## config.mk

```make
export PLATFORM = sky130hd
export DESIGN_NAME = regfile
export DESIGN_NICKNAME = d
export VERILOG_FILES = /design/src/regfile.sv
export SDC_FILE = /design/constraint.sdc
export NUM_CORES = 2
export LEC_CHECK = 0
export BUFFER_PORTS_ARGS = -buffer_cell sky130_fd_sc_hd__buf_4
export CELL_PAD_IN_SITES_DETAIL_PLACEMENT = 1
export CELL_PAD_IN_SITES_GLOBAL_PLACEMENT = 2
export CORE_MARGIN = 3
export CORE_UTILIZATION = 49
export CTS_BUF_LIST = sky130_fd_sc_hd__clkbuf_4 sky130_fd_sc_hd__clkbuf_8
export DETAILED_ROUTE_END_ITERATION = 7
export PLACE_DENSITY_LB_ADDON = 0.15
export SLEW_MARGIN = 0
export SYNTH_ARGS = -nofsm -noshare
export SYNTH_HDL_FRONTEND = slang
export SYNTH_SLANG_ARGS = --single-unit
```

## constraint.sdc

```tcl
create_clock -name clk -period 2.95 [get_ports clk]
set_input_delay 0.1475 -clock clk [delete_from_list [all_inputs] [get_ports clk]]
set_output_delay 0.1475 -clock clk [all_outputs]
set_load 0.01 [all_outputs]
```

## src/regfile.sv

```systemverilog
// 32 x 64-bit registers with x0 tied to zero and disabled reads returning zero
`timescale 1ns/1ps

module regfile (
  input  logic        clk,
  input  logic        rst,
  input  logic [4:0]  rs1,
  input  logic [4:0]  rs2,
  input  logic        rs1_ren,
  input  logic        rs2_ren,
  output logic [63:0] rs1_data,
  output logic [63:0] rs2_data,
  input  logic        wen,
  input  logic [4:0]  waddr,
  input  logic [63:0] wdata
);

  logic [63:0] regs [32];

  always_ff @(posedge clk) begin
    if (rst) begin
      for (int i = 0; i < 32; i++) begin
        regs[i] <= '0;
      end
    end else if (wen && (waddr != 5'd0)) begin
      regs[waddr] <= wdata;
    end
  end

  // x0 never holds a value
  assign rs1_data = (rs1_ren && (rs1 != 5'd0)) ? regs[rs1] : 64'd0;
  assign rs2_data = (rs2_ren && (rs2 != 5'd0)) ? regs[rs2] : 64'd0;

endmodule

```

==> reports/metrics.cfg <==
[run_status]
status=complete, but fails checks
violations=setup timing

[route]
drc=0
dr.pass1.iters=5
antenna_left=0
vias=75503
routed_wl_um=445000
drt-vias-per-instance=7.01
drt_iter0_drc=12395
avgRoutedWirePerCell_um=41.3

[worst_setup_path]
worstSetupEndpointType=primary output
cp.arrival_ns=2.98
cp_data_required_time_ns=2.80
path_max_fanout=2
crit_type=reg2out
crit_path_start_kind=flip-flop

[pwr]
swShare_pct=26.8
power.total_w=0.0704
leakage_nw=44.5
combinationalPowerShare_pct=14.1
p_sw_w=0.0189
power_density_mw_per_mm2=557
internal-power_w=0.0515
ir_drop_v=0.000490
pwr-share-clk_pct=36.9
share_seq_of_total_power_pct=49.0

[clocking]
cts-htree-levels=5
clk_pin_slew_ns=0.06
root_buffer=clkbuf_8
cts_num_sinks=2048
cts_made_buffers=368
cts_tree=done
cts.path.max_buffers=4

[global_routing]
grt_first_pass_wirelength_um=614000
grt_overflow_total=0
grt_pass1_vias=76480
antenna_found_initial=51
grtUsageTotal_pct=38.7
grt_max_degree=65

[die]
fp.dieW_um=477
num_rows=172
die-area_mm2=0.227
core_mm2=0.220
io_pins=212
start_util_pct=49.4
die_h_um=477

[synthesis]
avgSynthCellArea_um2=15.3
yosys.cell_types.count=47
ys_seq_area_share_pct=56.6
synth_top_area_cell=edfxtp_1
synth_area_leaders=edfxtp_1 (57%), mux4_2 (18%), and2_1 (12%), mux2i_1 (4.8%), clkbuf_1 (1.8%)
yosys_warnings=0
yosysMostFrequentCell=edfxtp_1
netlist_area_mm2=0.109
synthArstFlopShare_pct=0
ys.flop_type=edfxtp_1
synthCells=7116
synth-edff-count=2048
ys_ff_latch=2048
yosysTopAreaCellShare_pct=56.6
yosys-top-cells-count=edfxtp_1 (2048), and2_1 (2034), mux4_2 (858)

[finish]
syn_to_final_growth_pct=16.4
top_register=regs
n_fill_cell=20083
largest_reg_flops=2048
top_regs=regs: 2048 flops
drive_above_1_share_pct=31.6
num-nets-final=7585
fin_area_mm2=0.126

[flow_run]
cap_violations=0

[sta]
final_hold_viol_count=0
finalHoldWorstSlack_ns=0.0617
max_freq_ghz=0.320
maxSlewViolCount=0
setup_slack_ns=-0.173
slew_headroom_pct=16.7
worst_slew_pin_slew_ns=1.25
rsz0062_at_grt=yes
period_minus_slack_ns=3.12
period_share_pct=106
finalSetupViolations=42

[placed_design]
io_buffers=211
dpl.hpwl_um=242000
gp_congestion=0.835
dpl_cell_area_mm2=0.117

[worst_hold_path]
whs_path_depth=3
hp-class=in2reg
min_to=regs[11][24]
hp-start=wdata[24]

-- per-stage QoR --
stage | utilization, % | TNS [ns] | cells | setup slack [ns]
after floorplan | - | 0 | 7179 | 0.583
after CTS | 57.2 | -6.21 | 10714 | -0.204
after global routing | 57.4 | -9.65 | 10734 | -0.240
after global placement | 53.0 | -0.713 | 9987 | -0.440
after detailed placement | 53.0 | -0.720 | 9987 | -0.436
final | 57.5 | -2.99 | 10768 | -0.173
-- cells by family (layout without fill, tap and decap cells) --
kind of cell,Yosys count,count (layout),synth area share (%)
other,1,106,0.00345
AOI/OAI and AO/OA,635,635,4.35
and+or+nand+nor,2217,2217,12.6
DFF,2048,2048,56.6
muxes,1419,1419,23.0
buffers and inverters,796,1385,3.42
-- repair_timing --
item,4_1_cts,5_1_grt
setup endpoints to repair,105,104
hold buffers,69,0
gates cloned,0,0
buffers inserted,29,16
pin swaps,168,29
resized for setup,350,70
endpoints found under the hold margin,2005,0
-- worst max-delay path by stage --
stage                       startpoint            to  slack [ns]  cells past startpoint
after global placement          rs2[1]   rs2_data[4]       -0.44                     10
after floorplan                    rst   regs[12][0]        0.58                      6
final                      regs[27][4]   rs1_data[4]       -0.17                      7
after CTS                 regs[29][42]  rs1_data[42]       -0.20                      5
after detailed placement        rs2[1]   rs2_data[4]       -0.44                     10
after global routing      regs[27][30]  rs2_data[30]       -0.24                      5
-- power groups by stage --
stage	registers, W	logic [W]	clock network (W)
after CTS	0.0344	0.00964	0.0262
after detailed placement	0.0350	0.00903	0
after floorplan	0.0347	0.00516	0
after global placement	0.0348	0.00894	0
final	0.0345	0.00991	0.0260
after global routing	0.0346	0.0102	0.0274
-- layout make-up --
type	instances	area, um^2	area share (%)
Sequential cell	2048	61500	48.7
Multi-Input combinational cell	4335	45700	36.2
Timing Repair Buffer	748	8590	6.80
Clock buffer	479	5940	4.70
Tap cell	2958	3700	2.93
Clock inverter	158	835	0.660
Antenna cell	42	105	0.0832
-- cell usage in the layout, fill, tap and decap left out, types with 62 or more instances in the layout --
cell type      synthesis  layout
mux2i_1              526     490
a211oi_2               0      72
conb_1                 1      64
o22ai_1               93      82
a22oi_1               70      68
buf_4                 73     399
clkbuf_4               0     104
clkinv_1               0     115
buf_12                 0     197
buf_6                 32      76
mux4_2               858     858
o221ai_1             111      77
clkbuf_8               0     376
a22o_1                62      62
and2_1              2034    1997
dlygate4sd3_1          0      69
edfxtp_1            2048    2048
-- routing by layer --
layer	wire length, um	global-route usage, %
met1	158000	51.7
met2	206000	60.5
met3	54900	7.95
met4	26600	20.0
met5	62	0
-- critical path: stages, from the launching register on --
cell,delay (ns)
edfxtp_1,0.41
mux4_2,0.49
a22o_1,0.23
a211oi_2,0.20
a21oi_1,0.06
buf_4,0.19
and2_4,0.17
buf_6,0.11
(Power assumes the default switching activity.)
