===== src/rv_pkg.sv =====
// shared types for the multicycle rv64i subset core, which knows only the opcodes in opcode_e
package rv_pkg;

  // instruction cycle steps
  localparam logic [7:0] ID_CYCLE   = 8'd4;
  localparam logic [7:0] LAST_CYCLE = 8'd6;

  // store widths
  localparam logic [2:0] FUNCT3_SB  = 3'b000;
  localparam logic [2:0] FUNCT3_SH  = 3'b001;
  localparam logic [2:0] FUNCT3_SW  = 3'b010;
  localparam logic [2:0] FUNCT3_SD  = 3'b011;

  // branch conditions
  localparam logic [2:0] FUNCT3_BEQ = 3'b000;
  localparam logic [2:0] FUNCT3_BNE = 3'b001;

  // major opcode, instruction bits 6:2
  typedef enum logic [4:0] {
    OP_LOAD   = 5'b00000,
    OP_FENCE  = 5'b00011,
    OP_IMM    = 5'b00100,
    OP_AUIPC  = 5'b00101,
    OP_STORE  = 5'b01000,
    OP_REG    = 5'b01100,
    OP_LUI    = 5'b01101,
    OP_BRANCH = 5'b11000,
    OP_JALR   = 5'b11001,
    OP_JAL    = 5'b11011,
    OP_SYSTEM = 5'b11100
  } opcode_e;

  typedef enum logic [2:0] {
    IT_R    = 3'd0,
    IT_I    = 3'd1,
    IT_S    = 3'd2,
    IT_B    = 3'd3,
    IT_U    = 3'd4,
    IT_J    = 3'd5,
    IT_NONE = 3'd6
  } itype_e;

  // decoded instruction, valid only at ID_CYCLE
  typedef struct packed {
    logic        valid;
    opcode_e     opcode;
    itype_e      itype;
    logic [2:0]  funct3;
    logic [6:0]  funct7;
    logic [4:0]  rd;
    logic [63:0] op1;
    logic [63:0] op2;
    logic [63:0] t1;
    logic [63:0] store_data;
    logic [63:0] wmask;
  } dec_t;

  // data memory request, bit mask not shifted by address
  typedef struct packed {
    logic        ren;
    logic        wen;
    logic [63:0] addr;
    logic [63:0] wdata;
    logic [63:0] wmask;
  } dmem_req_t;

endpackage

===== src/id_stage.sv =====
// decode is active only at count ID_CYCLE and all outputs are zero in any other cycle
`timescale 1ns/1ps

module id_stage (
  input  logic          clk,
  input  logic          rst,
  input  logic [7:0]    cycle_cnt,
  input  logic [31:0]   inst,
  input  logic [63:0]   pc,
  input  logic [63:0]   rs1_data,
  input  logic [63:0]   rs2_data,
  output logic          rs1_ren,
  output logic          rs2_ren,
  output logic [4:0]    rs1,
  output logic [4:0]    rs2,
  output rv_pkg::dec_t  dec
);
  import rv_pkg::*;

  logic        id_active;
  opcode_e     opcode;
  itype_e      itype_d;
  itype_e      itype_q;
  logic [63:0] imm_d;
  logic [63:0] imm_q;
  logic [63:0] op1;
  logic [63:0] op2;
  logic [63:0] t1;
  logic [63:0] wmask;

  assign id_active = (cycle_cnt == ID_CYCLE);
  assign opcode    = opcode_e'(inst[6:2]);

  // instruction format from the major opcode
  always_comb begin
    case (opcode)
      OP_LUI, OP_AUIPC:                             itype_d = IT_U;
      OP_JAL:                                       itype_d = IT_J;
      OP_JALR, OP_LOAD, OP_IMM, OP_FENCE, OP_SYSTEM: itype_d = IT_I;
      OP_BRANCH:                                    itype_d = IT_B;
      OP_STORE:                                     itype_d = IT_S;
      OP_REG:                                       itype_d = IT_R;
      default:                                      itype_d = IT_NONE;
    endcase
  end

  // sign-extended immediate per format
  always_comb begin
    case (itype_d)
      IT_I:    imm_d = {{52{inst[31]}}, inst[31:20]};
      IT_S:    imm_d = {{52{inst[31]}}, inst[31:25], inst[11:7]};
      IT_B:    imm_d = {{52{inst[31]}}, inst[7], inst[30:25], inst[11:8], 1'b0};
      IT_U:    imm_d = {{32{inst[31]}}, inst[31:12], 12'b0};
      IT_J:    imm_d = {{44{inst[31]}}, inst[19:12], inst[20], inst[30:21], 1'b0};
      default: imm_d = '0;
    endcase
  end

  // inst is stable from count 3, so format and immediate settle a cycle early
  always_ff @(posedge clk) begin
    if (rst) begin
      itype_q <= IT_NONE;
    end else if (cycle_cnt == ID_CYCLE - 8'd1) begin
      itype_q <= itype_d;
    end
  end

  always_ff @(posedge clk) begin
    if (cycle_cnt == ID_CYCLE - 8'd1) begin
      imm_q <= imm_d;
    end
  end

  // register file reads
  assign rs1     = id_active ? inst[19:15] : 5'd0;
  assign rs2     = id_active ? inst[24:20] : 5'd0;
  assign rs1_ren = id_active && (itype_q inside {IT_R, IT_I, IT_S, IT_B});
  assign rs2_ren = id_active && (itype_q inside {IT_R, IT_S, IT_B});

  // operands
  always_comb begin
    case (itype_q)
      IT_R, IT_B: begin
        op1 = rs1_data;
        op2 = rs2_data;
      end
      IT_I, IT_S: begin
        op1 = rs1_data;
        op2 = imm_q;
      end
      IT_J: begin
        op1 = pc + 64'd4;
        op2 = pc + imm_q;
      end
      IT_U: begin
        op1 = (opcode == OP_AUIPC) ? pc : 64'd0;
        op2 = imm_q;
      end
      default: begin
        op1 = '0;
        op2 = '0;
      end
    endcase
  end

  // link value for jalr, target for branches
  always_comb begin
    case (opcode)
      OP_JALR:   t1 = pc + 64'd4;
      OP_BRANCH: t1 = pc + imm_q;
      default:   t1 = '0;
    endcase
  end

  always_comb begin
    wmask = '0;
    if (itype_q == IT_S) begin
      case (inst[14:12])
        FUNCT3_SB: wmask = 64'h0000_0000_0000_00ff;
        FUNCT3_SH: wmask = 64'h0000_0000_0000_ffff;
        FUNCT3_SW: wmask = 64'h0000_0000_ffff_ffff;
        FUNCT3_SD: wmask = 64'hffff_ffff_ffff_ffff;
        default:   wmask = '0;
      endcase
    end
  end

  always_comb begin
    dec = '0;
    if (id_active) begin
      dec.valid      = 1'b1;
      dec.opcode     = opcode;
      dec.itype      = itype_q;
      dec.funct3     = inst[14:12];
      dec.funct7     = inst[31:25];
      dec.rd         = inst[11:7];
      dec.op1        = op1;
      dec.op2        = op2;
      dec.t1         = t1;
      dec.store_data = rs2_data;
      dec.wmask      = wmask;
    end
  end

endmodule


===== config.mk =====
export PLATFORM = sky130hd
export DESIGN_NAME = id_stage
export DESIGN_NICKNAME = d
export VERILOG_FILES = /design/src/rv_pkg.sv /design/src/id_stage.sv
export SDC_FILE = /design/constraint.sdc
export NUM_CORES = 1
export LEC_CHECK = 0
export ABC_AREA = 1
export ABC_CLOCK_PERIOD_IN_PS = 3600
export BUFFER_PORTS_ARGS = -buffer_cell sky130_fd_sc_hd__buf_2
export CAP_MARGIN = 25
export CORE_AREA = 4 4 230 232
export CTS_CLUSTER_DIAMETER = 30
export DETAILED_ROUTE_END_ITERATION = 7
export DIE_AREA = 0 0 234 236
export GPL_ROUTABILITY_DRIVEN = 0
export REMOVE_ABC_BUFFERS = 1
export SYNTH_ARGS = -nofsm -noshare
export SYNTH_HDL_FRONTEND = slang
export SYNTH_SLANG_ARGS = --single-unit
export TNS_END_PERCENT = 20

===== constraint.sdc =====
create_clock -name clk -period 3.6 [get_ports clk]
set_input_delay 0 -clock clk [delete_from_list [all_inputs] [get_ports clk]]
set_output_delay 0 -clock clk [all_outputs]
set_load 0.02 [all_outputs]

==> flow_metrics.tcl <==
set metrics [dict create \
    power_density_mw_per_mm2 117.1 \
    path_common_cell "nand2_1" \
    syn_inst 2822 \
    final_core_util_pct 34.55 \
    ant_nets 0 \
    synthFlopType "edfxtp_1" \
    die_y_um 236 \
    synthToLayoutAreaGrowth_pct 24.96 \
    cts_made_buffers 5 \
    grt_use_met3_pct 6.703 \
    post-route-cell-area_mm2 0.01762 \
    cp_slowest_cell "ha_1" \
    worstPathMaxFanout 34 \
    drtIter0Drc 2198 \
    die_area_mm2 0.05522 \
    vias 20150 \
    critical_path_class "reg -> out" \
    setup_viol 0 \
    final.min_clock_period_ns 3.222 \
    max_slew_margin_pct 34.25 \
    ys_async_sr_fraction_pct 0 \
    core_mm2 0.05099 \
    grt.busiest_layer "met2" \
    synth-edff-count 32 \
    die_x_um 234 \
    holdCritPathClass "in -> reg" \
    postCtsHoldBufs 1 \
    peakVddDrop_v 0.0001859 \
    io_pins 590 \
    max_freq_mhz 310.4 \
    end_kind "primary output" \
    crit_chain "buf_4 -> ha_1 -> nand2_1 -> nor2_1 -> inv_1 -> nor3_1 -> nand2_1 -> nor3_1 -> nand2_1 -> nand3_1 -> nand3_1 -> a21oi_1 -> buf_2" \
    postCtsSetupRepairBufs 0 \
    portBuffers 587 \
    layout-drive-gt1-share_pct 21.04 \
    drv_cap 0 \
    finalWirelength_mm 85.86 \
    yosys-top-cells-area "nand2_1, inv_1, nor2_1" \
    wl_per_cell_um 21.49 \
    yosysWarnings 0 \
    global_route.usage.met1_pct 34.69 \
    drv_slew 0 \
    antenna_found_initial 25 \
    synth_cell_types 53 \
    p_leak_uw 0.009788 \
    start_kind "flip-flop" \
    finalHoldViolCount 0 \
    fin_setup_tns_ns 0 \
    worst_slew_pin_slew_ns 0.9863 \
    root_buffer "clkbuf_16" \
    grt_pass1_wl_mm 119.5 \
    cts_resized 0 \
    initial_core_util_pct 27.65 \
    placedInstanceArea_mm2 0.01741 \
    remaining_drc_errors 0 \
    period_share_pct 89.50 \
    dp_hpwl_mm 73.88 \
    seq_area_frac_synth_pct 7.241 \
    clk_transition_reported_paths_ns 0.05 \
    clockBufferDepth 2 \
    dp.cells 3974 \
    core.rowCount 83 \
    cp.arrival_ns 3.22 \
    rsz0062_at_grt "no" \
    grt_overflow 0 \
    synthesis.area_mm2 0.01410 \
    grt_start_max_net_pins 67 \
    clock_skew_ns 0 \
    synth_most_common_cell "nand2_1" \
    postSynthAreaPerCell_um2 4.996 \
    cp_slowest_stage_delay_ns 0.45 \
    clock_sinks 35 \
    grt_usage_pct 29.20 \
    grt_pass1_vias 18180 \
    dr.pass1.iters 6 \
    worstPathRequired_ns 3.60 \
    synth_seq_cells 35 \
    status "completed" \
    p_total_uw 2063 \
    clk-insertion-delay-late_ns 0.29 \
    cts_tree "yes" \
    final_cells 3996 \
    use_met2_pct 50.56 \
    via_per_inst 5.042 \
    htree_levels 2 \
    nNetsFinal 3605 \
    synthTopCellsByCount "nand2_1, inv_1, nor2_1" \
    yosys.area.top_type_share_pct 24.12 \
    yosys.area.top_type "nand2_1" \
]
metrics by stage:
stage	hold WS, ns	setup slack [ns]
4_1_cts	0.07951	0.4418
6_report	0.08320	0.3780
3_3_place_gp	0.2000	0.7622
3_5_place_dp	0.2021	0.7499
5_1_grt	0.09545	0.2374
2_1_floorplan	0.07847	-12.86
where the power goes:
| group | leakage, uW | internal (uW) | switching (uW) |
|---|---|---|---|
| clock | 0.0000813 | 323 | 163 |
| combinational | 0.00944 | 343 | 782 |
| sequential | 0.000270 | 452 | 1.52 |
| total | 0.00979 | 1120 | 947 |
registers in the layout, indices dropped and copies added (netlist names):
signal	cells
itype_q	3
imm_q	32
cell usage in the layout, fill, tap and decap left out, drive strengths merged:
master | netlist | layout
and2 | 2 | 2
o211ai | 12 | 12
a211oi | 1 | 1
nor3b | 3 | 3
and3 | 1 | 1
xor2 | 48 | 48
nor2 | 319 | 319
buf | 90 | 617
nand4 | 34 | 34
ha | 68 | 68
edfxtp | 32 | 32
inv | 562 | 562
nor3 | 49 | 49
nand2 | 911 | 911
o21bai | 5 | 5
clkinv | 2 | 4
diode | 0 | 13
nor4 | 7 | 7
o21ai | 67 | 67
clkbuf | 55 | 5
bufinv | 0 | 1
a21boi | 1 | 1
o221ai | 1 | 1
xnor2 | 12 | 12
o22ai | 8 | 8
or2 | 9 | 9
nand3b | 8 | 8
dlygate4sd3 | 0 | 1
a221oi | 3 | 3
a21o | 1 | 1
fa | 1 | 1
a22oi | 54 | 54
dfxtp | 3 | 3
nand3 | 218 | 218
nand2b | 1 | 1
a31o | 3 | 3
a21oi | 202 | 202
a31oi | 29 | 29
metal layers:
metal / wire length [um] / share of wire, % / up-vias
met2: 40190 / 47 / 1192
met3: 9496 / 11 / 217
met4: 4259 / 5.0 / 10
met5: 104 / 0.12 / -
met1: 31800 / 37 / 8951
li1: - / - / 9779
worst paths after layout:
check,slack (ns),cells past startpoint,to,from
max reg2reg,2.87,2,itype_q[0],itype_q[0]
min,0.08,3,imm_q[10],inst[30]
min reg2reg,0.55,2,itype_q[0],itype_q[0]
max,0.38,13,dec[188],imm_q[62]
critical path, delay by kind of cell, from the launching register on:
kind	cells	cell delay, ns
flip-flops	1	0.35
adder cells (fa/ha/maj)	1	0.45
AND/OR/NAND/NOR	8	1.28
AO/OA/AOI/OAI	1	0.26
buffers and inverters	3	0.58
cell families (layout without fill, tap and decap cells):
family	Yosys count	in the layout	share of synthesized area [%]
AND/OR/NAND/NOR	1562	1562	46.50
AO/OA/AOI/OAI	387	387	15.64
XOR/XNOR	60	60	3.727
other	0	13	0
flip-flops	35	35	7.241
buffers and inverters	709	1190	20.71
adder cells (fa/ha/maj)	69	69	6.176
final cells by class:
type | instances | area [um^2]
fillers | 6063 | 33370
well taps | 680 | 850.8
clock inverters | 3 | 38.79
inverters | 564 | 2120
repair buffers | 618 | 3236
diodes | 13 | 32.53
clock buffers | 5 | 125.1
multi-input cells | 2078 | 10200
flip-flops and latches | 35 | 1021
No activity file was read; power rests on OpenSTA's default activity.
