==> config.mk <==
export PLATFORM = sky130hd
export DESIGN_NAME = ex_stage
export DESIGN_NICKNAME = d
export VERILOG_FILES = /design/src/rv_pkg.sv /design/src/ex_stage.sv
export SDC_FILE = /design/constraint.sdc
export NUM_CORES = 1
export LEC_CHECK = 0
export BUFFER_PORTS_ARGS = -buffer_cell sky130_fd_sc_hd__buf_2
export CELL_PAD_IN_SITES_DETAIL_PLACEMENT = 0
export CELL_PAD_IN_SITES_GLOBAL_PLACEMENT = 1
export CORE_AREA = 2 2 318 320
export DETAILED_ROUTE_END_ITERATION = 7
export DIE_AREA = 0 0 320 322
export GPL_TIMING_DRIVEN = 0
export PLACE_DENSITY_LB_ADDON = 0.1
export SETUP_SLACK_MARGIN = 0.5
export SKIP_LAST_GASP = 1
export SLEW_MARGIN = 25
export SYNTH_ARGS = -nofsm -noshare
export SYNTH_HDL_FRONTEND = slang
export SYNTH_SLANG_ARGS = --single-unit
==> constraint.sdc <==
create_clock -name clk -period 12.55 [get_ports clk]
set_input_delay 1.8825 -clock clk [delete_from_list [all_inputs] [get_ports clk]]
set_output_delay 1.8825 -clock clk [all_outputs]
set_load 0.1 [all_outputs]
==> src/rv_pkg.sv <==
// shared types for the multicycle rv64i subset core, which knows only the opcodes in opcode_e
package rv_pkg;

  // instruction cycle steps
  localparam logic [7:0] ID_CYCLE   = 8'd4;
  localparam logic [7:0] LAST_CYCLE = 8'd6;

  // store widths
  localparam logic [2:0] FUNCT3_SB  = 3'b000;
  localparam logic [2:0] FUNCT3_SH  = 3'b001;
  localparam logic [2:0] FUNCT3_SW  = 3'b010;
  localparam logic [2:0] FUNCT3_SD  = 3'b011;

  // branch conditions
  localparam logic [2:0] FUNCT3_BEQ = 3'b000;
  localparam logic [2:0] FUNCT3_BNE = 3'b001;

  // major opcode, instruction bits 6:2
  typedef enum logic [4:0] {
    OP_LOAD   = 5'b00000,
    OP_FENCE  = 5'b00011,
    OP_IMM    = 5'b00100,
    OP_AUIPC  = 5'b00101,
    OP_STORE  = 5'b01000,
    OP_REG    = 5'b01100,
    OP_LUI    = 5'b01101,
    OP_BRANCH = 5'b11000,
    OP_JALR   = 5'b11001,
    OP_JAL    = 5'b11011,
    OP_SYSTEM = 5'b11100
  } opcode_e;

  typedef enum logic [2:0] {
    IT_R    = 3'd0,
    IT_I    = 3'd1,
    IT_S    = 3'd2,
    IT_B    = 3'd3,
    IT_U    = 3'd4,
    IT_J    = 3'd5,
    IT_NONE = 3'd6
  } itype_e;

  // decoded instruction, valid only at ID_CYCLE
  typedef struct packed {
    logic        valid;
    opcode_e     opcode;
    itype_e      itype;
    logic [2:0]  funct3;
    logic [6:0]  funct7;
    logic [4:0]  rd;
    logic [63:0] op1;
    logic [63:0] op2;
    logic [63:0] t1;
    logic [63:0] store_data;
    logic [63:0] wmask;
  } dec_t;

  // data memory request, bit mask not shifted by address
  typedef struct packed {
    logic        ren;
    logic        wen;
    logic [63:0] addr;
    logic [63:0] wdata;
    logic [63:0] wmask;
  } dmem_req_t;

endpackage
==> src/ex_stage.sv <==
// executes one decoded instruction per pass with memory at count 5 and write-back at count 6
`timescale 1ns/1ps

module ex_stage (
  input  logic              clk,
  input  logic              rst,
  input  logic [7:0]        cycle_cnt,
  input  logic [63:0]       pc,
  input  rv_pkg::dec_t      dec,
  output rv_pkg::dmem_req_t dmem_req,
  input  logic [63:0]       dmem_rdata,
  output logic              rf_wen,
  output logic [4:0]        rf_waddr,
  output logic [63:0]       rf_wdata,
  output logic              retire,
  output logic [63:0]       next_pc,
  output logic              halt_req
);
  import rv_pkg::*;

  dec_t        dec_q;
  logic [63:0] load_q;
  logic [63:0] sum;
  logic [63:0] pc_inc;
  logic        is_load;
  logic        is_store;
  logic        mem_cycle;
  logic        taken;
  logic        writes_rd;

  always_ff @(posedge clk) begin
    if (rst) begin
      dec_q <= '0;
    end else if (cycle_cnt == ID_CYCLE) begin
      dec_q <= dec;
    end
  end

  assign is_load   = (dec_q.opcode == OP_LOAD);
  assign is_store  = (dec_q.opcode == OP_STORE);
  assign mem_cycle = dec_q.valid && (cycle_cnt == ID_CYCLE + 8'd1);
  assign sum       = dec_q.op1 + dec_q.op2;
  assign pc_inc    = pc + 64'd4;

  // one-cycle data memory strobe
  always_comb begin
    dmem_req = '0;
    if (mem_cycle && (is_load || is_store)) begin
      dmem_req.ren   = is_load;
      dmem_req.wen   = is_store;
      dmem_req.addr  = sum;
      dmem_req.wdata = dec_q.store_data;
      dmem_req.wmask = dec_q.wmask;
    end
  end

  always_ff @(posedge clk) begin
    if (dmem_req.ren) begin
      load_q <= dmem_rdata;
    end
  end

  // write-back value
  always_comb begin
    case (dec_q.opcode)
      OP_LOAD: rf_wdata = load_q;
      OP_JAL:  rf_wdata = dec_q.op1;
      OP_JALR: rf_wdata = dec_q.t1;
      OP_REG:  rf_wdata = dec_q.funct7[5] ? dec_q.op1 - dec_q.op2 : sum;
      default: rf_wdata = sum;
    endcase
  end

  always_comb begin
    taken = 1'b0;
    if (dec_q.opcode == OP_BRANCH) begin
      case (dec_q.funct3)
        FUNCT3_BEQ: taken = (dec_q.op1 == dec_q.op2);
        FUNCT3_BNE: taken = (dec_q.op1 != dec_q.op2);
        default:    taken = 1'b0;
      endcase
    end
  end

  always_comb begin
    case (dec_q.opcode)
      OP_BRANCH: next_pc = taken ? dec_q.t1 : pc_inc;
      OP_JAL:    next_pc = dec_q.op2;
      OP_JALR:   next_pc = {sum[63:1], 1'b0};
      default:   next_pc = pc_inc;
    endcase
  end

  assign writes_rd = dec_q.opcode inside {OP_LUI, OP_AUIPC, OP_JAL, OP_JALR,
                                          OP_LOAD, OP_IMM, OP_REG};

  assign retire   = dec_q.valid && (cycle_cnt == LAST_CYCLE);
  assign rf_wen   = retire && writes_rd;
  assign rf_waddr = dec_q.rd;
  // ecall stops the core at retire
  assign halt_req = retire && (dec_q.opcode == OP_SYSTEM);

endmodule

==> metrics.txt, run 1 <==
# TYPE chip_impl_metric gauge
chip_impl_metric{name="critPathMaxFanout",unit=""} 10
chip_impl_metric{name="final_layout_size_suffix_gt1_frac",unit=""} 0.215
chip_impl_metric{name="post-route-cell-area",unit="um^2"} 35400
chip_impl_metric{name="yosys_register_bits",unit=""} 399
chip_impl_metric{name="final-seq-area",unit="um^2"} 8630
chip_impl_metric{name="postPlaceCellArea",unit="um^2"} 33800
chip_impl_metric{name="dp_cells",unit=""} 5934
chip_impl_info{name="cell_type_contributing_the_most_total_cell_area_after_synthesis",value="sky130_fd_sc_hd__dfxtp_1"} 1
chip_impl_metric{name="syn-mean-instance-area",unit="um^2"} 7.28
chip_impl_metric{name="synth_top_area_share",unit=""} 0.241
chip_impl_metric{name="yosys_warnings",unit=""} 0
chip_impl_metric{name="min_period",unit="ns"} 8.19
chip_impl_metric{name="synth_cells",unit=""} 3823
chip_impl_metric{name="number_of_clock_sinks_seen_by_cts",unit=""} 399
chip_impl_metric{name="cts.path.max_buffers",unit=""} 3
chip_impl_metric{name="tritoncts.num_buffers",unit=""} 50
chip_impl_metric{name="grt_use_total",unit=""} 0.334
chip_impl_info{name="cts_tree",value="built"} 1
chip_impl_info{name="post_synth_most_frequent_cells",value="sky130_fd_sc_hd__nand2_1, sky130_fd_sc_hd__a21oi_1, sky130_fd_sc_hd__dfxtp_1, sky130_fd_sc_hd__nor2_1, sky130_fd_sc_hd__clkbuf_1"} 1
chip_impl_metric{name="post_synth_instance_area",unit="um^2"} 27800
chip_impl_metric{name="post-cts-setup-buffer-count",unit=""} 0
chip_impl_metric{name="area_of_the_multi_input_gates",unit="um^2"} 17600
chip_impl_metric{name="post-route-period-util",unit=""} 0.653
chip_impl_metric{name="tightestPinTransition",unit="ns"} 1.20
chip_impl_metric{name="clk_transition_reported_paths",unit="ns"} 0.07
chip_impl_metric{name="grt_overflow_total",unit=""} 0
chip_impl_metric{name="share_of_synthesized_area_occupied_by_flip_flops_and_latches",unit=""} 0.310
chip_impl_info{name="dominantRegCellSynth",value="sky130_fd_sc_hd__dfxtp_1"} 1
chip_impl_metric{name="route.detailed.vias_per_inst",unit=""} 5.46
chip_impl_info{name="critical_path.endpoint_type",value="output pin"} 1
chip_impl_info{name="outcome",value="finished clean"} 1
chip_impl_metric{name="layoutNonFillerInstCount",unit=""} 6048
chip_impl_metric{name="async_reset_ff_frac",unit=""} 0
chip_impl_metric{name="final_antenna_net_count",unit=""} 0
chip_impl_info{name="synth.most_common_cell",value="sky130_fd_sc_hd__nand2_1"} 1
chip_impl_metric{name="pwr_density_cell",unit="nW/um^2"} 87.4
chip_impl_info{name="timing.hold.worst.class",value="reg2reg"} 1
chip_impl_info{name="cts_root_buf",value="sky130_fd_sc_hd__clkbuf_16"} 1
chip_impl_metric{name="chipWidth",unit="um"} 320
chip_impl_metric{name="drv.max_cap_violation_count",unit=""} 0
chip_impl_metric{name="cts_resized",unit=""} 0
chip_impl_metric{name="gp_congestion",unit=""} 0.994
chip_impl_metric{name="max_slew_margin",unit=""} 0.200
chip_impl_metric{name="power",unit="W"} 0.00310
chip_impl_metric{name="areaGrowthSynthToFinish",unit="%"} 27.4
chip_impl_metric{name="grt_max_degree",unit=""} 19
chip_impl_metric{name="synth.lib_cells_used.distinct",unit=""} 92
chip_impl_metric{name="hold_buffers",unit=""} 0
chip_impl_metric{name="grt_pass1_vias",unit=""} 32349
chip_impl_metric{name="floorplan.rows",unit=""} 116
chip_impl_metric{name="layout.filler_cells",unit=""} 11201
chip_impl_metric{name="core_region_area",unit="um^2"} 99600
chip_impl_metric{name="route.detailed.wl_per_inst",unit="um"} 29.8
chip_impl_metric{name="highest_ir_drop_seen_on_vdd",unit="uV"} 92.3
chip_impl_metric{name="number_of_antenna_violations_at_the_first_check_in_global_routing",unit=""} 56
chip_impl_metric{name="floorplan.initialDensity",unit=""} 0.279
chip_impl_metric{name="routed_wirelength",unit="mm"} 180
chip_impl_metric{name="nets",unit=""} 5300
chip_impl_info{name="worstSetupStartpointType",value="flip-flop"} 1
chip_impl_metric{name="timing.clock.skew",unit="ns"} 0.0185
chip_impl_info{name="largest_cells_by_area_after_synthesis",value="sky130_fd_sc_hd__dfxtp_1, sky130_fd_sc_hd__nand2_1, sky130_fd_sc_hd__a21oi_1"} 1
chip_impl_metric{name="arrival",unit="ns"} 6.31
chip_impl_metric{name="clock_latency",unit="ns"} 0.64
chip_impl_metric{name="report.final.hold_viol_count",unit=""} 0
chip_impl_metric{name="global_route_wire_length_before_repair",unit="mm"} 246
chip_impl_metric{name="first_iter_violations",unit=""} 2972
chip_impl_metric{name="io_pins",unit=""} 812
chip_impl_metric{name="dr_total_vias",unit=""} 33042
chip_impl_metric{name="setup_total_negative_slack",unit="ns"} 0
chip_impl_metric{name="dr.pass1.iters",unit=""} 8
chip_impl_metric{name="post-route-drc-count",unit=""} 0
chip_impl_metric{name="maxSlewViolCount",unit=""} 0
chip_impl_metric{name="port-buffer-count",unit=""} 801
chip_impl_metric{name="final-setup-viol-count",unit=""} 0
chip_impl_metric{name="dieArea",unit="um^2"} 103000
chip_impl_metric{name="floorplan_die_height",unit="um"} 322
chip_impl_info{name="rsz_0062_raised_after_global_routing",value="false"} 1
chip_impl_metric{name="max_clock_freq",unit="MHz"} 122
chip_impl_metric{name="p_leak",unit="nW"} 14.5
chip_impl_metric{name="worst_ep_required",unit="ns"} 10.67
chip_impl_metric{name="synth_edf_count",unit=""} 64
chip_impl_info{name="setup.worst_path.class",value="reg2out"} 1
chip_impl_metric{name="synth.net_count",unit=""} 4435
chip_impl_metric{name="cts_max_level",unit=""} 2
chip_impl_metric{name="dp.final_hpwl",unit="mm"} 145
==> cells by family (layout without fill, tap and decap cells) <==
group / Yosys count / count (layout) / synth area share
compound gates: 1111 / 1111 / 0.255
xor+xnor: 143 / 143 / 0.0450
fa+ha+maj: 130 / 130 / 0.0590
buf+inv: 423 / 1326 / 0.0595
flops: 399 / 399 / 0.310
mux: 75 / 75 / 0.0272
other cells: 0 / 24 / 0
simple gates: 1542 / 1542 / 0.244
==> layout make-up <==
| class | count | area share |
|---|---|---|
| Multi-Input combinational cell | 3001 | 0.496 |
| Tap cell | 1298 | 0.0458 |
| Inverter | 148 | 0.0157 |
| Sequential cell | 399 | 0.243 |
| Antenna cell | 24 | 0.00169 |
| Buffer | 275 | 0.0327 |
| Timing Repair Buffer | 813 | 0.120 |
| Clock inverter | 9 | 0.00279 |
| Clock buffer | 81 | 0.0417 |
==> state kept, by name (all words and copies together), names as in the netlist <==
name	count
rf_waddr	5
load_q	64
dec_q	330
==> layer usage <==
metal  GRT usage  wire, um
met3      0.0797     15100
met5           0       295
met2       0.560     84300
met4       0.137      7980
met1       0.410     72300
==> stage by stage <==
| stage | utilization | hold slack (ns) | setup slack, ns |
|---|---|---|---|
| floorplan | - | 0.432 | 3.25 |
| global placement | 0.336 | 0.438 | -1.02 |
| detailed placement | 0.339 | 0.442 | 4.50 |
| CTS | 0.355 | 0.450 | 4.01 |
| global route | 0.356 | 0.463 | 3.96 |
| finish | 0.356 | 0.448 | 4.36 |
==> power breakdown <==
part           internal (W)  switching (W)
registers           0.00130     0.00000280
logic              0.000112       0.000253
clock network      0.000806       0.000624
total               0.00222       0.000880
==> final timing paths <==
path	from	to	slack, ns	cells past startpoint
worst max register to register	dec_q[339]$_SDFFE_PP0N_	load_q[30]$_DFFE_PP_	8.65	8
worst max-delay path	dec_q[227]$_SDFFE_PP0N_	next_pc[59]	4.36	15
worst min-delay path	dec_q[119]$_SDFFE_PP0N_	dec_q[119]$_SDFFE_PP0N_	0.45	2
worst min register to register	dec_q[119]$_SDFFE_PP0N_	dec_q[119]$_SDFFE_PP0N_	0.45	2
==> worst max-delay path, stage by stage, from the launching register on <==
cell	delay, ns
sky130_fd_sc_hd__dfxtp_1	0.61
sky130_fd_sc_hd__inv_1	0.09
sky130_fd_sc_hd__ha_1	0.29
sky130_fd_sc_hd__clkbuf_1	0.31
sky130_fd_sc_hd__nand2_1	0.19
sky130_fd_sc_hd__nor4_1	0.61
sky130_fd_sc_hd__nand3b_1	0.20
sky130_fd_sc_hd__nor4_1	0.62
sky130_fd_sc_hd__xnor2_1	0.19
sky130_fd_sc_hd__nor4_1	0.09
sky130_fd_sc_hd__buf_2	0.34
sky130_fd_sc_hd__nor2_4	0.60
sky130_fd_sc_hd__buf_2	0.58
sky130_fd_sc_hd__a222oi_1	0.16
sky130_fd_sc_hd__o21ai_0	0.23
sky130_fd_sc_hd__buf_2	0.51
==> placed cells by master, fill, tap and decap left out, types with 22 or more instances in the layout <==
cell	count
sky130_fd_sc_hd__xnor2_1	110
sky130_fd_sc_hd__clkbuf_16	50
sky130_fd_sc_hd__o21bai_1	33
sky130_fd_sc_hd__nor2_1	270
sky130_fd_sc_hd__nand4_1	38
sky130_fd_sc_hd__o221ai_1	43
sky130_fd_sc_hd__ha_1	128
sky130_fd_sc_hd__nand3_1	48
sky130_fd_sc_hd__nor3_1	57
sky130_fd_sc_hd__o31ai_1	30
sky130_fd_sc_hd__a222oi_1	24
sky130_fd_sc_hd__inv_1	147
sky130_fd_sc_hd__edfxtp_1	64
sky130_fd_sc_hd__buf_2	840
sky130_fd_sc_hd__a221oi_1	23
sky130_fd_sc_hd__nor4_1	28
sky130_fd_sc_hd__diode_2	24
sky130_fd_sc_hd__o211ai_1	28
sky130_fd_sc_hd__a211oi_1	29
sky130_fd_sc_hd__xor2_1	33
sky130_fd_sc_hd__nand2_1	847
sky130_fd_sc_hd__and2_1	148
sky130_fd_sc_hd__a221o_1	49
sky130_fd_sc_hd__a21o_1	26
sky130_fd_sc_hd__clkbuf_1	202
sky130_fd_sc_hd__a22oi_1	22
sky130_fd_sc_hd__clkbuf_2	36
sky130_fd_sc_hd__a21oi_1	521
sky130_fd_sc_hd__and3_1	22
sky130_fd_sc_hd__dfxtp_1	335
sky130_fd_sc_hd__o21ai_0	152
sky130_fd_sc_hd__mux2i_1	71
(Power assumes the default switching activity.)
==> run 2, diff against run 1 <==
- CORE_AREA: 2 2 318 320 -> 2 2 316 318
- DIE_AREA: 0 0 320 322 -> 0 0 318 320
- clock period: 12.55 -> 7.4 ns (I/O delays scaled with it)
==> run 2 against run 1 <==
Compared with the run above:
- wire length is essentially flat
- design area grew 0.69%
- hold slack lost 0.00097 ns
- critical path depth shrank 2
- cell count is essentially flat
- clock skew grew 0.0024 ns
- sequential cell count is the same
- global-route usage grew 0.43 points
- total power grew 71%
- highest routed layer unchanged
- core utilization grew 0.82 points
- combinational power grew 71%
- register-to-register slack lost 5.0 ns
==> metrics.txt, run 2 (synthesis gave the netlist of run 1 again) <==
# TYPE chip_impl_metric gauge
chip_impl_metric{name="io_pins",unit=""} 812
chip_impl_metric{name="max_slew_margin",unit=""} 0.205
chip_impl_metric{name="postPlaceCellArea",unit="um^2"} 33900
chip_impl_metric{name="grtUsageMet2",unit=""} 0.562
chip_impl_metric{name="global_route_wire_length_before_repair",unit="mm"} 247
chip_impl_metric{name="dieArea",unit="um^2"} 102000
chip_impl_metric{name="layout.filler_cells",unit=""} 11037
chip_impl_metric{name="dp.final_hpwl",unit="mm"} 146
chip_impl_metric{name="global_routing_usage_on_met3",unit=""} 0.0764
chip_impl_metric{name="maxSlewViolCount",unit=""} 0
chip_impl_metric{name="post-route-period-util",unit=""} 0.926
chip_impl_metric{name="route.detailed.wl_per_inst",unit="um"} 29.8
chip_impl_metric{name="gp_congestion",unit=""} 0.973
chip_impl_metric{name="post-route-drc-count",unit=""} 0
chip_impl_metric{name="max_clock_freq",unit="MHz"} 146
chip_impl_metric{name="timing.clock.skew",unit="ns"} 0.0208
chip_impl_info{name="cts_tree",value="built"} 1
chip_impl_metric{name="areaGrowthSynthToFinish",unit="%"} 28.3
chip_impl_metric{name="number_of_clock_sinks_seen_by_cts",unit=""} 399
chip_impl_metric{name="drv.max_cap_violation_count",unit=""} 0
chip_impl_metric{name="final-setup-viol-count",unit=""} 0
chip_impl_info{name="worstSetupStartpointType",value="flip-flop"} 1
chip_impl_metric{name="number_of_antenna_violations_at_the_first_check_in_global_routing",unit=""} 57
chip_impl_metric{name="highest_ir_drop_seen_on_vdd",unit="uV"} 158
chip_impl_info{name="final_cell_mix",value="sky130_fd_sc_hd__nand2_1, sky130_fd_sc_hd__buf_2, sky130_fd_sc_hd__a21oi_1"} 1
chip_impl_metric{name="core_region_area",unit="um^2"} 98000
chip_impl_info{name="timing.hold.worst.class",value="reg2reg"} 1
chip_impl_metric{name="port-buffer-count",unit=""} 801
chip_impl_metric{name="routed_wirelength",unit="mm"} 180
chip_impl_metric{name="min_period",unit="ns"} 6.86
chip_impl_metric{name="tightestPinTransition",unit="ns"} 1.19
chip_impl_info{name="rsz_0062_raised_after_global_routing",value="false"} 1
chip_impl_metric{name="pwr_density_cell",unit="nW/um^2"} 148
chip_impl_metric{name="largest_register_ffs",unit=""} 330
chip_impl_info{name="critical_path.endpoint_type",value="output pin"} 1
chip_impl_metric{name="clock_latency",unit="ns"} 0.65
chip_impl_info{name="setup.worst_path.class",value="reg2out"} 1
chip_impl_metric{name="p_leak",unit="nW"} 14.6
chip_impl_metric{name="floorplan.rows",unit=""} 115
chip_impl_metric{name="post-route-cell-area",unit="um^2"} 35700
chip_impl_metric{name="hold_ws",unit="ns"} 0.447
chip_impl_metric{name="cts_max_level",unit=""} 2
chip_impl_metric{name="tritoncts.num_buffers",unit=""} 48
chip_impl_metric{name="critPathMaxFanout",unit=""} 10
chip_impl_info{name="outcome",value="finished clean"} 1
chip_impl_info{name="largest_register",value="dec_q"} 1
chip_impl_info{name="cts_root_buf",value="sky130_fd_sc_hd__clkbuf_16"} 1
chip_impl_metric{name="global_route.usage.met1",unit=""} 0.420
chip_impl_info{name="mostFrequentLayoutCell",value="sky130_fd_sc_hd__nand2_1"} 1
chip_impl_metric{name="grt_pass1_vias",unit=""} 32320
chip_impl_info{name="global_route.peak_usage_layer",value="met2"} 1
chip_impl_metric{name="floorplan.initialDensity",unit=""} 0.284
chip_impl_metric{name="clk_transition_reported_paths",unit="ns"} 0.06
chip_impl_metric{name="route.detailed.vias_per_inst",unit=""} 5.51
chip_impl_metric{name="grt_overflow_total",unit=""} 0
chip_impl_metric{name="grt_use_total",unit=""} 0.338
chip_impl_metric{name="nets",unit=""} 5311
chip_impl_metric{name="cts.path.max_buffers",unit=""} 3
chip_impl_metric{name="chipWidth",unit="um"} 318
chip_impl_metric{name="dr.pass1.iters",unit=""} 6
chip_impl_metric{name="arrival",unit="ns"} 5.75
chip_impl_metric{name="final_layout_size_suffix_gt1_frac",unit=""} 0.220
chip_impl_metric{name="worst_ep_required",unit="ns"} 6.29
chip_impl_metric{name="final_antenna_net_count",unit=""} 0
chip_impl_metric{name="dr_total_vias",unit=""} 33311
chip_impl_metric{name="report.final.hold_viol_count",unit=""} 0
chip_impl_metric{name="hold_buffers",unit=""} 0
chip_impl_metric{name="first_iter_violations",unit=""} 3434
chip_impl_metric{name="floorplan_die_height",unit="um"} 320
chip_impl_metric{name="grt_max_degree",unit=""} 19
## run 2: cell count changes in the layout (fill, tap and decap cells not counted), moves of 3 or more
cell	change
sky130_fd_sc_hd__buf_16	+3
sky130_fd_sc_hd__buf_2	-7
sky130_fd_sc_hd__buf_4	+13
sky130_fd_sc_hd__clkbuf_1	-9
sky130_fd_sc_hd__clkinv_2	+4
sky130_fd_sc_hd__diode_2	-3
sky130_fd_sc_hd__inv_4	-3
sky130_fd_sc_hd__nor4_1	-3
## run 2: worst max-delay path, cell delays in order (launching register included)
cell and delay, ns:
sky130_fd_sc_hd__dfxtp_1 0.42, sky130_fd_sc_hd__inv_1 0.07, sky130_fd_sc_hd__ha_1 0.57, sky130_fd_sc_hd__buf_1 0.56, sky130_fd_sc_hd__a211oi_1 0.15, sky130_fd_sc_hd__o21ai_0 0.61, sky130_fd_sc_hd__a31oi_1 0.24, sky130_fd_sc_hd__o31ai_1 0.47
sky130_fd_sc_hd__o21bai_1 0.28, sky130_fd_sc_hd__a31oi_1 0.22, sky130_fd_sc_hd__a211oi_1 0.34, sky130_fd_sc_hd__a211oi_1 0.09, sky130_fd_sc_hd__a31oi_1 0.54, sky130_fd_sc_hd__buf_2 0.55
## run 2: routing by layer
layer | wire length (um) | share of wire
met1 | 72600 | 0.40
met2 | 84000 | 0.47
met3 | 14700 | 0.082
met4 | 8450 | 0.047
met5 | 312 | 0.0017
## run 2: report_power, final
group	total (W)	internal (W)	leakage, nW	switching (W)
Clock	0.00246	0.00140	0.785	0.00106
Sequential	0.00221	0.00221	3.27	0.00000467
Combinational	0.000624	0.000192	10.6	0.000432
Total	0.00529	0.00380	14.6	0.00150
## run 2: worst paths after layout
path                                 from                      end  slack, ns  cells past startpoint
setup / recovery  dec_q[231]$_SDFFE_PP0N_             rf_wdata[62]       0.54                     13
hold reg to reg    dec_q[79]$_SDFFE_PP0N_   dec_q[79]$_SDFFE_PP0N_       0.45                      2
hold / removal     dec_q[79]$_SDFFE_PP0N_   dec_q[79]$_SDFFE_PP0N_       0.45                      2
setup reg to reg  dec_q[339]$_SDFFE_PP0N_  dec_q[339]$_SDFFE_PP0N_       3.69                      6
## run 2: layout make-up
class                   instances  area [um^2]  share of cell area
plain buffers                 275         1170              0.0329
well taps                    1287         1610              0.0451
multi-input cells            3001        17600               0.494
inverters                     148          556              0.0156
repair buffers                826         4430               0.124
flip-flops and latches        399         8630               0.242
clock inverters                14          135             0.00379
diodes                         21         52.6             0.00147
clock buffers                  73         1460              0.0408
## run 2: per-stage QoR
| step | setup WS [ns] | util | power, W | cells | TNS (ns) |
|---|---|---|---|---|---|
| final | 0.544 | 0.364 | 0.00529 | 6044 | 0 |
| after global routing | 0.513 | 0.364 | 0.00544 | 6031 | 0 |
| after CTS | 0.516 | 0.363 | 0.00533 | 6018 | 0 |
| after detailed placement | 0.624 | 0.346 | 0.00287 | 5928 | 0 |
| after global placement | -2.12 | 0.341 | 0.00287 | 5911 | -42.77 |
| after floorplan | 1.14 | - | 0.00259 | 3823 | 0 |
## run 2: timing repair
action / in CTS / in global routing
gates resized for setup: 14 / 10
pin swaps: 1 / 0
buffers inserted: 3 / 5
endpoints found under the setup margin: 70 / 48
